**src/design/elevator_consts.svh**
```systemverilog
`ifndef ELEVATOR_CONSTS_SVH
`define ELEVATOR_CONSTS_SVH

//////////////////////////////////////////////////
// Building geometry
//////////////////////////////////////////////////

// Floors served by the car, floor 1 is index 0
`define NUM_FLOORS 11

// Bits needed to hold one floor index
`define FLOOR_W 4

//////////////////////////////////////////////////
// Reset values
//////////////////////////////////////////////////

// Direction the scheduler starts out with, 1 means up
`define RESET_DIR_UP 1'b1

`endif

```
**src/design/elevator_pkg.sv**
```systemverilog
`include "elevator_consts.svh"

package elevator_pkg;

    //////////////////////////////////////////////////
    // Floor related types
    //////////////////////////////////////////////////

    // Floor index, 0 is the ground floor
    typedef logic [`FLOOR_W-1:0] floor_t;

    // One request bit per floor
    typedef logic [`NUM_FLOORS-1:0] floor_mask_t;

    //////////////////////////////////////////////////
    // Travel direction
    //////////////////////////////////////////////////

    typedef enum logic {
        DIR_DOWN = 1'b0,
        DIR_UP   = 1'b1
    } direction_t;

endpackage

```
**src/design/car_status_if.sv**
```systemverilog
interface car_status_if;
    import elevator_pkg::*;

    // Floor the car currently reports
    floor_t current_floor;
    // Car at rest with power applied
    logic   stopped;
    // Buttons may be latched
    logic   requests_enabled;
    // A new command may be issued
    logic   dispatch_enabled;

    modport source (
        output current_floor,
        output stopped,
        output requests_enabled,
        output dispatch_enabled
    );

    modport request_sink (
        input current_floor,
        input stopped,
        input requests_enabled
    );

    modport dispatch_sink (
        input current_floor,
        input dispatch_enabled
    );

endinterface

```
**src/design/service_gate.sv**
```systemverilog
module service_gate (
    input  logic                  clock,
    input  logic                  reset_n,
    input  logic                  power_switch,
    input  logic                  emergency_btn,
    input  logic                  elevator_moving,
    input  logic                  door_open_btn,
    input  logic                  door_close_btn,
    input  elevator_pkg::floor_t  current_floor,
    car_status_if.source          status,
    output logic                  door_open_allowed,
    output logic                  door_close_allowed
);

    logic stopped;
    logic requests_enabled;

    //////////////////////////////////////////////////
    // Service enables
    //////////////////////////////////////////////////

    // A car without power counts as not stopped
    assign stopped          = power_switch && !elevator_moving;
    assign requests_enabled = power_switch && !emergency_btn;

    assign status.current_floor    = current_floor;
    assign status.stopped          = stopped;
    assign status.requests_enabled = requests_enabled;
    assign status.dispatch_enabled = requests_enabled && stopped;

    //////////////////////////////////////////////////
    // Door permits
    //////////////////////////////////////////////////

    // Open has priority when both buttons are held
    always_ff @(posedge clock or negedge reset_n) begin
        if (!reset_n) begin
            door_open_allowed  <= 1'b0;
            door_close_allowed <= 1'b0;
        end else begin
            door_open_allowed  <= stopped && door_open_btn;
            door_close_allowed <= stopped && door_close_btn && !door_open_btn;
        end
    end

endmodule

```
**src/design/floor_request_latch.sv**
```systemverilog
module floor_request_latch (
    input  logic                       clock,
    input  logic                       reset_n,
    car_status_if.request_sink         status,
    input  elevator_pkg::floor_mask_t  floor_call_buttons,
    input  elevator_pkg::floor_mask_t  panel_buttons,
    output elevator_pkg::floor_mask_t  call_button_lights,
    output elevator_pkg::floor_mask_t  panel_button_lights
);
    import elevator_pkg::*;

    // One-hot position of the car
    floor_mask_t here_mask;
    // Floors whose buttons may light up this cycle
    floor_mask_t set_gate;
    // Floors whose lights go dark this cycle
    floor_mask_t clear_mask;

    floor_mask_t call_next;
    floor_mask_t panel_next;

    //////////////////////////////////////////////////
    // Per floor set and clear masks
    //////////////////////////////////////////////////

    assign here_mask = floor_mask_t'(1) << status.current_floor;

    // Pressing the button of the floor the car sits at does nothing
    assign set_gate = status.requests_enabled ? ~here_mask : '0;

    // Arrival clears the hall and the car light together
    assign clear_mask = status.stopped ? here_mask : '0;

    // Shared update rule for both button panels, clear beats set
    function automatic floor_mask_t next_lights(
        input floor_mask_t lights,
        input floor_mask_t buttons,
        input floor_mask_t gate,
        input floor_mask_t clear
    );
        floor_mask_t set_mask;
        set_mask = buttons & gate;
        return (lights | set_mask) & ~clear;
    endfunction

    assign call_next  = next_lights(call_button_lights, floor_call_buttons,
                                    set_gate, clear_mask);
    assign panel_next = next_lights(panel_button_lights, panel_buttons,
                                    set_gate, clear_mask);

    //////////////////////////////////////////////////
    // Request lights
    //////////////////////////////////////////////////

    always_ff @(posedge clock or negedge reset_n) begin
        if (!reset_n) begin
            call_button_lights  <= '0;
            panel_button_lights <= '0;
        end else begin
            call_button_lights  <= call_next;
            panel_button_lights <= panel_next;
        end
    end

endmodule

```
**src/design/dispatch_scheduler.sv**
```systemverilog
`include "elevator_consts.svh"

module dispatch_scheduler (
    input  logic                       clock,
    input  logic                       reset_n,
    car_status_if.dispatch_sink        status,
    input  elevator_pkg::floor_mask_t  call_button_lights,
    input  elevator_pkg::floor_mask_t  panel_button_lights,
    input  logic                       car_ready,
    output logic                       activate_elevator,
    output elevator_pkg::floor_t       elevator_floor_selector,
    output elevator_pkg::direction_t   direction_selector
);
    import elevator_pkg::*;

    floor_mask_t pending;
    floor_mask_t above_mask;
    floor_mask_t below_mask;
    logic        has_above;
    logic        has_below;
    floor_t      lowest_above;
    floor_t      highest_below;
    floor_t      next_target;
    direction_t  next_dir;
    logic        transfer;

    //////////////////////////////////////////////////
    // Request search around the car
    //////////////////////////////////////////////////

    // Hall and car requests are served alike
    assign pending = call_button_lights | panel_button_lights;

    always_comb begin
        above_mask = '0;
        below_mask = '0;
        for (int i = 0; i < `NUM_FLOORS; i++) begin
            above_mask[i] = pending[i] && (floor_t'(i) > status.current_floor);
            below_mask[i] = pending[i] && (floor_t'(i) < status.current_floor);
        end
    end

    assign has_above = |above_mask;
    assign has_below = |below_mask;

    // Nearest request on each side of the car
    always_comb begin
        lowest_above  = '0;
        highest_below = '0;
        for (int i = `NUM_FLOORS - 1; i >= 0; i--) begin
            if (above_mask[i])
                lowest_above = floor_t'(i);
        end
        for (int i = 0; i < `NUM_FLOORS; i++) begin
            if (below_mask[i])
                highest_below = floor_t'(i);
        end
    end

    //////////////////////////////////////////////////
    // Direction preserving choice
    //////////////////////////////////////////////////

    // Keep going the same way while requests remain on that side
    always_comb begin
        next_target = elevator_floor_selector;
        next_dir    = direction_selector;
        if (direction_selector == DIR_UP) begin
            if (has_above) begin
                next_target = lowest_above;
                next_dir    = DIR_UP;
            end else if (has_below) begin
                next_target = highest_below;
                next_dir    = DIR_DOWN;
            end
        end else begin
            if (has_below) begin
                next_target = highest_below;
                next_dir    = DIR_DOWN;
            end else if (has_above) begin
                next_target = lowest_above;
                next_dir    = DIR_UP;
            end
        end
    end

    //////////////////////////////////////////////////
    // Command to the car FSM
    //////////////////////////////////////////////////

    assign transfer = activate_elevator && car_ready;

    // Target and direction stay frozen while the command waits
    always_ff @(posedge clock or negedge reset_n) begin
        if (!reset_n) begin
            activate_elevator       <= 1'b0;
            elevator_floor_selector <= '0;
            direction_selector      <= `RESET_DIR_UP ? DIR_UP : DIR_DOWN;
        end else if (activate_elevator) begin
            // Withdrawn on power loss, emergency or motion
            if (transfer || !status.dispatch_enabled)
                activate_elevator <= 1'b0;
        end else if (status.dispatch_enabled && (has_above || has_below)) begin
            activate_elevator       <= 1'b1;
            elevator_floor_selector <= next_target;
            direction_selector      <= next_dir;
        end
    end

endmodule

```
**src/design/floor_logic_control_unit.sv**
```systemverilog
module floor_logic_control_unit (
    input  logic                       clock,
    input  logic                       reset_n,
    input  elevator_pkg::floor_mask_t  floor_call_buttons,
    input  elevator_pkg::floor_mask_t  panel_buttons,
    input  logic                       door_open_btn,
    input  logic                       door_close_btn,
    input  logic                       emergency_btn,
    input  logic                       power_switch,
    input  elevator_pkg::floor_t       current_floor_state,
    input  logic                       elevator_moving,
    input  logic                       car_ready,
    output elevator_pkg::floor_t       elevator_floor_selector,
    output elevator_pkg::direction_t   direction_selector,
    output logic                       activate_elevator,
    output elevator_pkg::floor_mask_t  call_button_lights,
    output elevator_pkg::floor_mask_t  panel_button_lights,
    output logic                       door_open_allowed,
    output logic                       door_close_allowed
);

    // Gated car status shared by the request and dispatch logic
    car_status_if status_bus ();

    //////////////////////////////////////////////////
    // Power, emergency and door handling
    //////////////////////////////////////////////////

    service_gate service_gate_i (
        .clock              (clock),
        .reset_n            (reset_n),
        .power_switch       (power_switch),
        .emergency_btn      (emergency_btn),
        .elevator_moving    (elevator_moving),
        .door_open_btn      (door_open_btn),
        .door_close_btn     (door_close_btn),
        .current_floor      (current_floor_state),
        .status             (status_bus.source),
        .door_open_allowed  (door_open_allowed),
        .door_close_allowed (door_close_allowed)
    );

    //////////////////////////////////////////////////
    // Button lights
    //////////////////////////////////////////////////

    floor_request_latch floor_request_latch_i (
        .clock               (clock),
        .reset_n             (reset_n),
        .status              (status_bus.request_sink),
        .floor_call_buttons  (floor_call_buttons),
        .panel_buttons       (panel_buttons),
        .call_button_lights  (call_button_lights),
        .panel_button_lights (panel_button_lights)
    );

    //////////////////////////////////////////////////
    // Target selection and car command
    //////////////////////////////////////////////////

    dispatch_scheduler dispatch_scheduler_i (
        .clock                   (clock),
        .reset_n                 (reset_n),
        .status                  (status_bus.dispatch_sink),
        .call_button_lights      (call_button_lights),
        .panel_button_lights     (panel_button_lights),
        .car_ready               (car_ready),
        .activate_elevator       (activate_elevator),
        .elevator_floor_selector (elevator_floor_selector),
        .direction_selector      (direction_selector)
    );

endmodule

```
**config.mk**
```make
export PLATFORM = sky130hd
export DESIGN_NAME = floor_logic_control_unit
export DESIGN_NICKNAME = d
export VERILOG_FILES = /design/src/design/elevator_pkg.sv /design/src/design/car_status_if.sv /design/src/design/service_gate.sv /design/src/design/floor_request_latch.sv /design/src/design/dispatch_scheduler.sv /design/src/design/floor_logic_control_unit.sv
export VERILOG_INCLUDE_DIRS = /design/src /design/src/design
export SDC_FILE = /design/constraint.sdc
export NUM_CORES = 1
export LEC_CHECK = 0
export BUFFER_PORTS_ARGS = -buffer_cell sky130_fd_sc_hd__buf_2
export CORE_UTILIZATION = 54
export CTS_CLUSTER_DIAMETER = 100
export CTS_CLUSTER_SIZE = 24
export DETAILED_ROUTE_END_ITERATION = 8
export GPL_ROUTABILITY_DRIVEN = 0
export PLACE_DENSITY_LB_ADDON = 0.25
export SYNTH_ARGS = -nofsm -noshare
export SYNTH_HDL_FRONTEND = slang
export SYNTH_SLANG_ARGS = --single-unit
```
**constraint.sdc**
```tcl
create_clock -name clock -period 3.2 [get_ports clock]
set_input_delay 0.16 -clock clock [delete_from_list [all_inputs] [get_ports clock]]
set_output_delay 0.16 -clock clock [all_outputs]
set_load 0.01 [all_outputs]
```
==> results of run 1 <==
[repair_timing]
item,in CTS,in global routing
hold buffers,2,0
setup buffers,0,0
endpoints found under the hold margin,30,0
endpoints found under the setup margin,0,0
[where the power goes]
group          switching, µW  total (µW)  leakage, µW  internal [µW]
clock                    127         277    0.0000446            150
sequential              45.2         469     0.000310            423
combinational            145         249     0.000590            104
total                    317         994     0.000945            678
[how the worst min path moves through the flow]
| stage | depth (start not counted) | from | endpoint |
|---|---|---|---|
| floorplan | 0 | reset_n | dispatch_scheduler_i.activate_elevator |
| global placement | 1 | reset_n | floor_request_latch_i.call_button_lights[4] |
| detailed placement | 1 | reset_n | floor_request_latch_i.call_button_lights[4] |
| CTS | 2 | floor_call_buttons[0] | floor_request_latch_i.call_button_lights[0] |
| global route | 2 | floor_call_buttons[0] | floor_request_latch_i.call_button_lights[0] |
| finish | 2 | floor_call_buttons[0] | floor_request_latch_i.call_button_lights[0] |
[flip-flops by register name, summed over array words and instances (netlist names)]
name / cells
floor_request_latch_i.call_button_lights: 11
floor_request_latch_i.panel_button_lights: 11
service_gate_i.door_open_allowed: 1
service_gate_i.door_close_allowed: 1
dispatch_scheduler_i.activate_elevator: 1
dispatch_scheduler_i.direction_selector: 1
dispatch_scheduler_i.elevator_floor_selector: 4
[layout make-up]
class | instances | area (µm²)
fill | 291 | 1080
clock buffer | 8 | 78.8
inverter | 2 | 7.51
tap | 46 | 57.6
timing repair buffer | 65 | 335
multi-input combinational | 186 | 1080
sequential | 30 | 752
[per-layer routing]
layer | part of all wire | vias to the layer above | wire [µm] | GRT usage
met5 | 0 | - | 0 | 0
met4 | 0.014 | 0 | 66 | 0.0794
met3 | 0.068 | 8 | 325 | 0.0683
met2 | 0.45 | 78 | 2170 | 0.432
met1 | 0.47 | 913 | 2230 | 0.381
li1 | - | 958 | - | -
[worst max-delay path, delay by kind of cell, from the launching register on]
| kind | cells | cell delay [ns] |
|---|---|---|
| simple gates | 2 | 0.97 |
| flops | 1 | 0.46 |
| compound gates | 3 | 0.56 |
[cells in the final DEF, fill, tap and decap left out, types with 2 or more instances in the layout]
master,synthesis,layout
o21ai_0,12,12
o32ai_1,2,2
a211oi_1,2,2
inv_1,2,2
or2_1,2,2
nor2_1,64,64
clkbuf_8,0,3
or2_2,2,2
dlygate4sd3_1,0,2
a31oi_1,4,4
clkbuf_4,0,5
nand2_1,2,2
o221ai_1,2,2
or3_1,2,2
o21a_1,2,2
a21o_1,2,2
buf_2,3,63
dfrtp_1,29,29
o22ai_1,5,5
a21oi_1,30,30
a211o_1,2,2
o21ba_2,2,2
nand2b_1,9,9
a22o_1,2,2
nor3_1,12,12
o21ai_1,3,3
[kinds of logic after synthesis]
kind of cell | after synthesis | synth area share
DFF | 30 | 0.390
AOI/OAI and AO/OA | 80 | 0.279
buffers and inverters | 15 | 0.0505
muxes | 1 | 0.00583
and+or+nand+nor | 105 | 0.275
[stage by stage]
step	hold WS (ns)	setup WS [ns]	power, µW
2_1_floorplan	-0.136	1.25	622
3_3_place_gp	0.226	1.18	717
3_5_place_dp	0.226	1.15	720
4_1_cts	0.0509	1.10	1000
5_1_grt	0.0576	1.00	1050
6_report	0.0549	1.10	994
==> out/metrics.sh, run 1 <==
SYNTH.AVG_CELL_AREA_UM2=8.36
TIMING_HOLD_VIOLATIONS_FINAL=0
DETAIL_ROUTE.FIRST_PASS.ITERATIONS=4
LAYOUT-AREA-OVERHEAD-VS-SYNTH_PCT=19.8
FINISH.NET_COUNT=324
FIRST_PASS_GRT_WIRE_LENGTH_UM=7690
SYNTH_NETS=265
POST_DRT_WL_PER_CELL_UM=14.2
INSTANCES_NO_FILL=337
LARGEST_NET_DEGREE_AT_THE_START_OF_GLOBAL_ROUTING=31
INSERTION_DELAY_NS=0.33
SYNTH-SEQ-CELLS=30
NUMPORTBUFFERS=63
DRT.ANTENNA.VIOLATING_NETS=0
YOSYSWARNINGCOUNT=0
TIMING.CRITICAL_PATH.REQUIRED_NS=3.41
VIA_PER_INST=5.81
CATEGORY_OF_THE_CRITICAL_SETUP_TIMING_PATH='reg -> reg'
TRITONCTS_NUM_SINKS=30
YS_TOP_CELLS_BY_COUNT='nor2_1, a21oi_1, dfrtp_1'
GLOBALROUTE.TOTALOVERFLOW=0
RESULT_OF_THE_RUN='finished clean'
SYNTHESIS.AREA_UM2=1930
ROUTED_WL_UM=4800
YS_DOMINANT_REG_CELL='dfrtp_1'
DETAILED_PLACE.AREA_UM2=2210
SYNTH_ENABLE_FLOP_CELLS=0
SETUP_CRIT_START_KIND='flop'
MIN_PERIOD_NS=2.10
FIN_AREA_UM2=2310
DIE_WIDTH_UM=61.8
SYNTH_AREA_LEADERS='dfrtp_1, nor2_1, a21oi_1, nor3_1, o21ai_0'
POWERDENSITY_nW_PER_UM2=430
NETLIST.TOP_CELL.BY_AREA='dfrtp_1'
REG2REG_DEPTH=5
CTS.HTREE.LEVELS=2
SLEW_HEADROOM=0.561
ASYNC_RESET_FF_FRAC=1.00
SYNTH.MOST_COMMON_CELL='nor2_1'
WORSTSETUPENDPOINT='dispatch_scheduler_i.elevator_floor_selector[0]'
WORST_PIN_SLEW_NS=0.659
INITIAL_UTILIZATION=0.570
NUM_ANTENNA_CELLS=0
REGTOREGENDPOINT='dispatch_scheduler_i.elevator_floor_selector[0]'
CRITICAL-PATH-MAX-STAGE-DELAY_NS=0.60
DP_HPWL_UM=3660
ENDPOINT_KIND='flop'
COUNT_OF_DISTINCT_CELL_TYPES_IN_THE_SYNTHESIZED_NETLIST=50
MIN-DELAY-PATH-CLASS='in -> reg'
FMAXACHIEVABLE_GHz=0.476
CTS_MADE_BUFFERS=5
ROOT_BUFFER_MASTER='clkbuf_4'
FINAL_SETUP_SKEW_NS=0.00480
ANTENNA_FOUND_INITIAL=0
TOTAL_OF_MAX_CAP_VIOLATIONS=0
DRTITER0DRC=107
POSTSYNTHCELLCOUNT=231
IOPINCOUNT=64
VIAS_IN_THE_FIRST_GLOBAL_ROUTE=1674
FINAL.PERIOD_UTILIZATION=0.657
WORSTPATHCELLLIST='nor4_4, a211oi_1, or4_4, a31oi_1, o211ai_2'
WORST_SETUP_PATH_STARTPOINT='floor_request_latch_i.call_button_lights[4]'
MAX_CLOCK_BUF_DEPTH=2
DRC_ERRORS=0
ROWS=21
TOTAL_LEAKAGE_POWER_uW=0.000945
RSZ_0062_RAISED_AFTER_GLOBAL_ROUTING='false'
POWER.IR.VDD_WORST_mV=0.283
POST_PLACEMENT_CELL_COUNT=327
WORST_EP_ARRIVAL_TIME_NS=2.31
REG2REG_SLACK_NS=1.10
MAXSLEWVIOLCOUNT=0
POSTCTSRESIZEDCELLS=0
ROUTE.VIAS.TOTAL=1957
SYNTH_LARGEST_TYPE_AREA_FRACTION=0.376
FIN_UTIL=0.682
TIMING.CRITICAL_PATH.FANOUT_MAX=5
FINALSETUPVIOLATIONS=0
YOSYSSEQAREASHARE=0.390
RR_STARTPOINT='floor_request_latch_i.call_button_lights[4]'
FP.DIEAREA_UM2=3820
DIE_HEIGHT_UM=61.8
TIMING.SETUP.TNS_NS=0
CLOCK_TREE_FROM_TRITONCTS='yes'
SLOWEST_STAGE='or4_4'
GLOBAL_ROUTE_USAGE_SUM=0.276
POST_ROUTE_CELLS_DRIVE_ABOVE_1_SHARE=0.302
COREAREA_UM2=3390
CTS.CLK_SLEW.WORST_PATHS_NS=0.09
No activity file was read; power rests on OpenSTA's default activity.
==> run 2, diff against run 1 <==
ABC_AREA = 1   (was unset)
CORE_UTILIZATION = 45   (was 54)
clock period = 1.8 ns   (was 3.2 ns; I/O delays follow)
==> out/metrics.sh, run 2 <==
RESULT_OF_THE_RUN='finished clean'
SYNTH-SEQ-CELLS=30  # unchanged
SETUP_CRIT_START_KIND='flop'
DETAIL_ROUTE.FIRST_PASS.ITERATIONS=5  # +1
SYNTHESIS.AREA_UM2=1860  # -3.8%
REG2REG_SLACK_NS=0.19  # -0.91 ns
CTS.HTREE.LEVELS=2  # unchanged
TOTAL_LEAKAGE_POWER_uW=0.00129  # +37%
MAXSLEWVIOLCOUNT=0  # unchanged
FINAL.PERIOD_UTILIZATION=0.894  # +0.237
ENDPOINT_KIND='flop'
GLOBALROUTE.TOTALOVERFLOW=0  # unchanged
INSERTION_DELAY_NS=0.28  # -0.05 ns
FINALSETUPVIOLATIONS=0  # unchanged
VIAS_IN_THE_FIRST_GLOBAL_ROUTE=1808  # +8.0%
YOSYSSEQAREASHARE=0.405  # +0.0155
MAX_CLOCK_BUF_DEPTH=2  # unchanged
FMAXACHIEVABLE_GHz=0.621  # +31%
POWER.IR.VDD_WORST_mV=0.492  # +74%
TIMING_HOLD_VIOLATIONS_FINAL=0  # unchanged
WORST_EP_ARRIVAL_TIME_NS=1.79  # -0.52 ns
GLOBAL_ROUTE_USAGE_SUM=0.232  # -0.0435
FINISH.NET_COUNT=373  # +15%
DRC_ERRORS=0  # unchanged
FP.DIEAREA_UM2=4390  # +15%
SYNTH_LARGEST_TYPE_AREA_FRACTION=0.391  # +0.0149
LAYOUT_COMMONEST_CELL='nand2_1'
FILLCELLCOUNT=353  # +21%
YOSYS.AREA_SHARE.XOR_XNOR=0  # unchanged
MULTI_INPUT_COMB_AREA_UM2=950  # -12%
POST_ROUTE_CELLS_DRIVE_ABOVE_1_SHARE=0.277  # -0.0251
TOTAL_OF_MAX_CAP_VIOLATIONS=0  # unchanged
CTS.CLK_SLEW.WORST_PATHS_NS=0.06  # -0.03 ns
POST_PLACEMENT_CELL_COUNT=379  # +16%
RSZ_0062_RAISED_AFTER_GLOBAL_ROUTING='false'
ROOT_BUFFER_MASTER='clkbuf_8'
SYNTH_ENABLE_FLOP_CELLS=0  # unchanged
DIE_WIDTH_UM=66.2  # +7.2%
DP_HPWL_UM=3490  # -4.6%
LARGEST_NET_DEGREE_AT_THE_START_OF_GLOBAL_ROUTING=31  # unchanged
POST_SYNTHESIS_SHARE_OF_CELL_AREA_SPENT_ON_FULL_ADDERS_HALF_ADDERS_AND_MAJORITY_GATES=0  # unchanged
SYNTH_TOP_FAMILY_BY_AREA='simple AND/OR/NAND/NOR gates'
YS_DOMINANT_REG_CELL='dfrtp_1'
SYNTH_NETS=305  # +15%
ROUTE.VIAS.TOTAL=1901  # -2.9%
YOSYSWARNINGCOUNT=0  # unchanged
INITIAL_UTILIZATION=0.489  # -0.0808
POSTSYNTHCELLCOUNT=271  # +17%
FIRST_PASS_GRT_WIRE_LENGTH_UM=7630  # -0.72%
NUMPORTBUFFERS=63  # unchanged
FINAL_SETUP_SKEW_NS=0.00610  # +0.00129 ns
MIN_PERIOD_NS=1.61  # -0.494 ns
ROUTED_WL_UM=4410  # -8.1%
DRTITER0DRC=82  # -23%
VIA_PER_INST=4.91  # -15%
IOPINCOUNT=64  # unchanged
SLEW_HEADROOM=0.553  # -0.00779
FINAL_CELL_MIX='nand2_1, buf_2, inv_1'
FINAL-SEQ-AREA_UM2=752  # unchanged
INSTANCES_NO_FILL=387  # +15%
CATEGORY_OF_THE_CRITICAL_SETUP_TIMING_PATH='reg -> reg'
POWERDENSITY_nW_PER_UM2=837  # +95%
POST_DRT_WL_PER_CELL_UM=11.4  # -20%
YS_TOP_CELLS_BY_COUNT='nand2_1, inv_1, nor2_1'
DIE_HEIGHT_UM=66.2  # +7.2%
NUM_ANTENNA_CELLS=0  # unchanged
ROWS=22  # +4.8%
CTS_MADE_BUFFERS=5  # unchanged
TRITONCTS_NUM_SINKS=30  # unchanged
SYNTH_SIMPLE_GATE_AREA_SHARE=0.402  # +0.127
SYNTH.AVG_CELL_AREA_UM2=6.85  # -18%
TIMING.CRITICAL_PATH.REQUIRED_NS=1.98  # -1.43 ns
SYNTH_COMPOUND_AREA_FRAC=0.104  # -0.175
WORST_PIN_SLEW_NS=0.671  # +0.0117 ns
LAYOUT-AREA-OVERHEAD-VS-SYNTH_PCT=26.8
COREAREA_UM2=3800  # +12%
CLOCK_TREE_FROM_TRITONCTS='yes'
SYNTH_AREA_LEADERS='dfrtp_1, nand2_1, nand3_1, inv_1, a21oi_1'
NETLIST.TOP_CELL.BY_AREA='dfrtp_1'
ANTENNA_FOUND_INITIAL=0  # unchanged
SYNTH.MOST_COMMON_CELL='nand2_1'
TIMING.CRITICAL_PATH.FANOUT_MAX=6  # +1
ASYNC_RESET_FF_FRAC=1.00  # unchanged
DRT.ANTENNA.VIOLATING_NETS=0  # unchanged
TIMING.SETUP.TNS_NS=0  # unchanged
MIN-DELAY-PATH-CLASS='in -> reg'
SYNTH.AREA.MUX_SHARE=0  # -0.00583
COUNT_OF_DISTINCT_CELL_TYPES_IN_THE_SYNTHESIZED_NETLIST=21  # -58%
TOP_REGS='floor_request_latch_i.call_button_lights: 11 flops, floor_request_latch_i.panel_button_lights: 11 flops, dispatch_scheduler_i.elevator_floor_selector: 4 flops'
## run 2: cell type report
cell class              instances  share of cell area
inverters                      39              0.0622
well taps                      48              0.0255
flip-flops and latches         30               0.320
multi-input cells             198               0.404
clock buffers                   6              0.0351
repair buffers                 65               0.141
clock inverters                 1              0.0128
## run 2: routing by layer
| metal | up-vias | part of all wire | GRT usage |
|---|---|---|---|
| li1 | 991 | - | - |
| met1 | 849 | 0.46 | 0.286 |
| met3 | 6 | 0.049 | 0.0810 |
| met4 | 0 | 0.013 | 0.0771 |
| met2 | 55 | 0.48 | 0.378 |
| met5 | - | 0 | 0 |
## run 2: worst paths after layout
| kind | startpoint | depth (start not counted) | endpoint |
|---|---|---|---|
| max | floor_request_latch_i.panel_button_lights[3] | 8 | dispatch_scheduler_i.elevator_floor_selector[2] |
| min | door_close_btn | 3 | service_gate_i.door_close_allowed |
| max reg2reg | floor_request_latch_i.panel_button_lights[3] | 8 | dispatch_scheduler_i.elevator_floor_selector[2] |
| min reg2reg | dispatch_scheduler_i.elevator_floor_selector[2] | 2 | dispatch_scheduler_i.elevator_floor_selector[2] |
| max in group asynchronous | reset_n | 2 | dispatch_scheduler_i.elevator_floor_selector[3] |
| min in group asynchronous | reset_n | 2 | service_gate_i.door_open_allowed |
## run 2: stage by stage
stage	util	area [µm²]	total power, µW	worst slack, ns	hold WS, ns
after floorplan	-	1860	1100	0.274	-0.206
after global placement	0.585	2220	1280	0.178	0.156
after detailed placement	0.585	2220	1290	0.126	0.165
after CTS	0.617	2340	1990	0.126	0.0312
after global routing	0.620	2350	2100	0.0218	0.0351
final	0.620	2350	1970	0.191	0.0348
## run 2: what timing repair did
| action | CTS | global route |
|---|---|---|
| hold endpoints to repair | 29 | 0 |
| hold buffers | 1 | 0 |
| resized for setup | 0 | 3 |
| setup endpoints to repair | 0 | 5 |
| setup buffers | 0 | 0 |
## run 2: kinds of logic after synthesis
family / Yosys count
AND/OR/NAND/NOR: 164
buffers and inverters: 43
AO/OA/AOI/OAI: 34
flip-flops: 30
## run 2: worst max-delay path, cell delays in order, from the launching register on
cell      delay (ns)
dfrtp_1         0.41
o211ai_1        0.26
nand2_1         0.15
nor2_4          0.13
nand3_2         0.14
o21ai_4         0.21
inv_2           0.08
nand2_1         0.08
nand2_1         0.04
## run 2: power by group
part | switching [µW] | internal [µW]
Clock | 249 | 442
Sequential | 49.5 | 760
Combinational | 283 | 185
Total | 582 | 1390
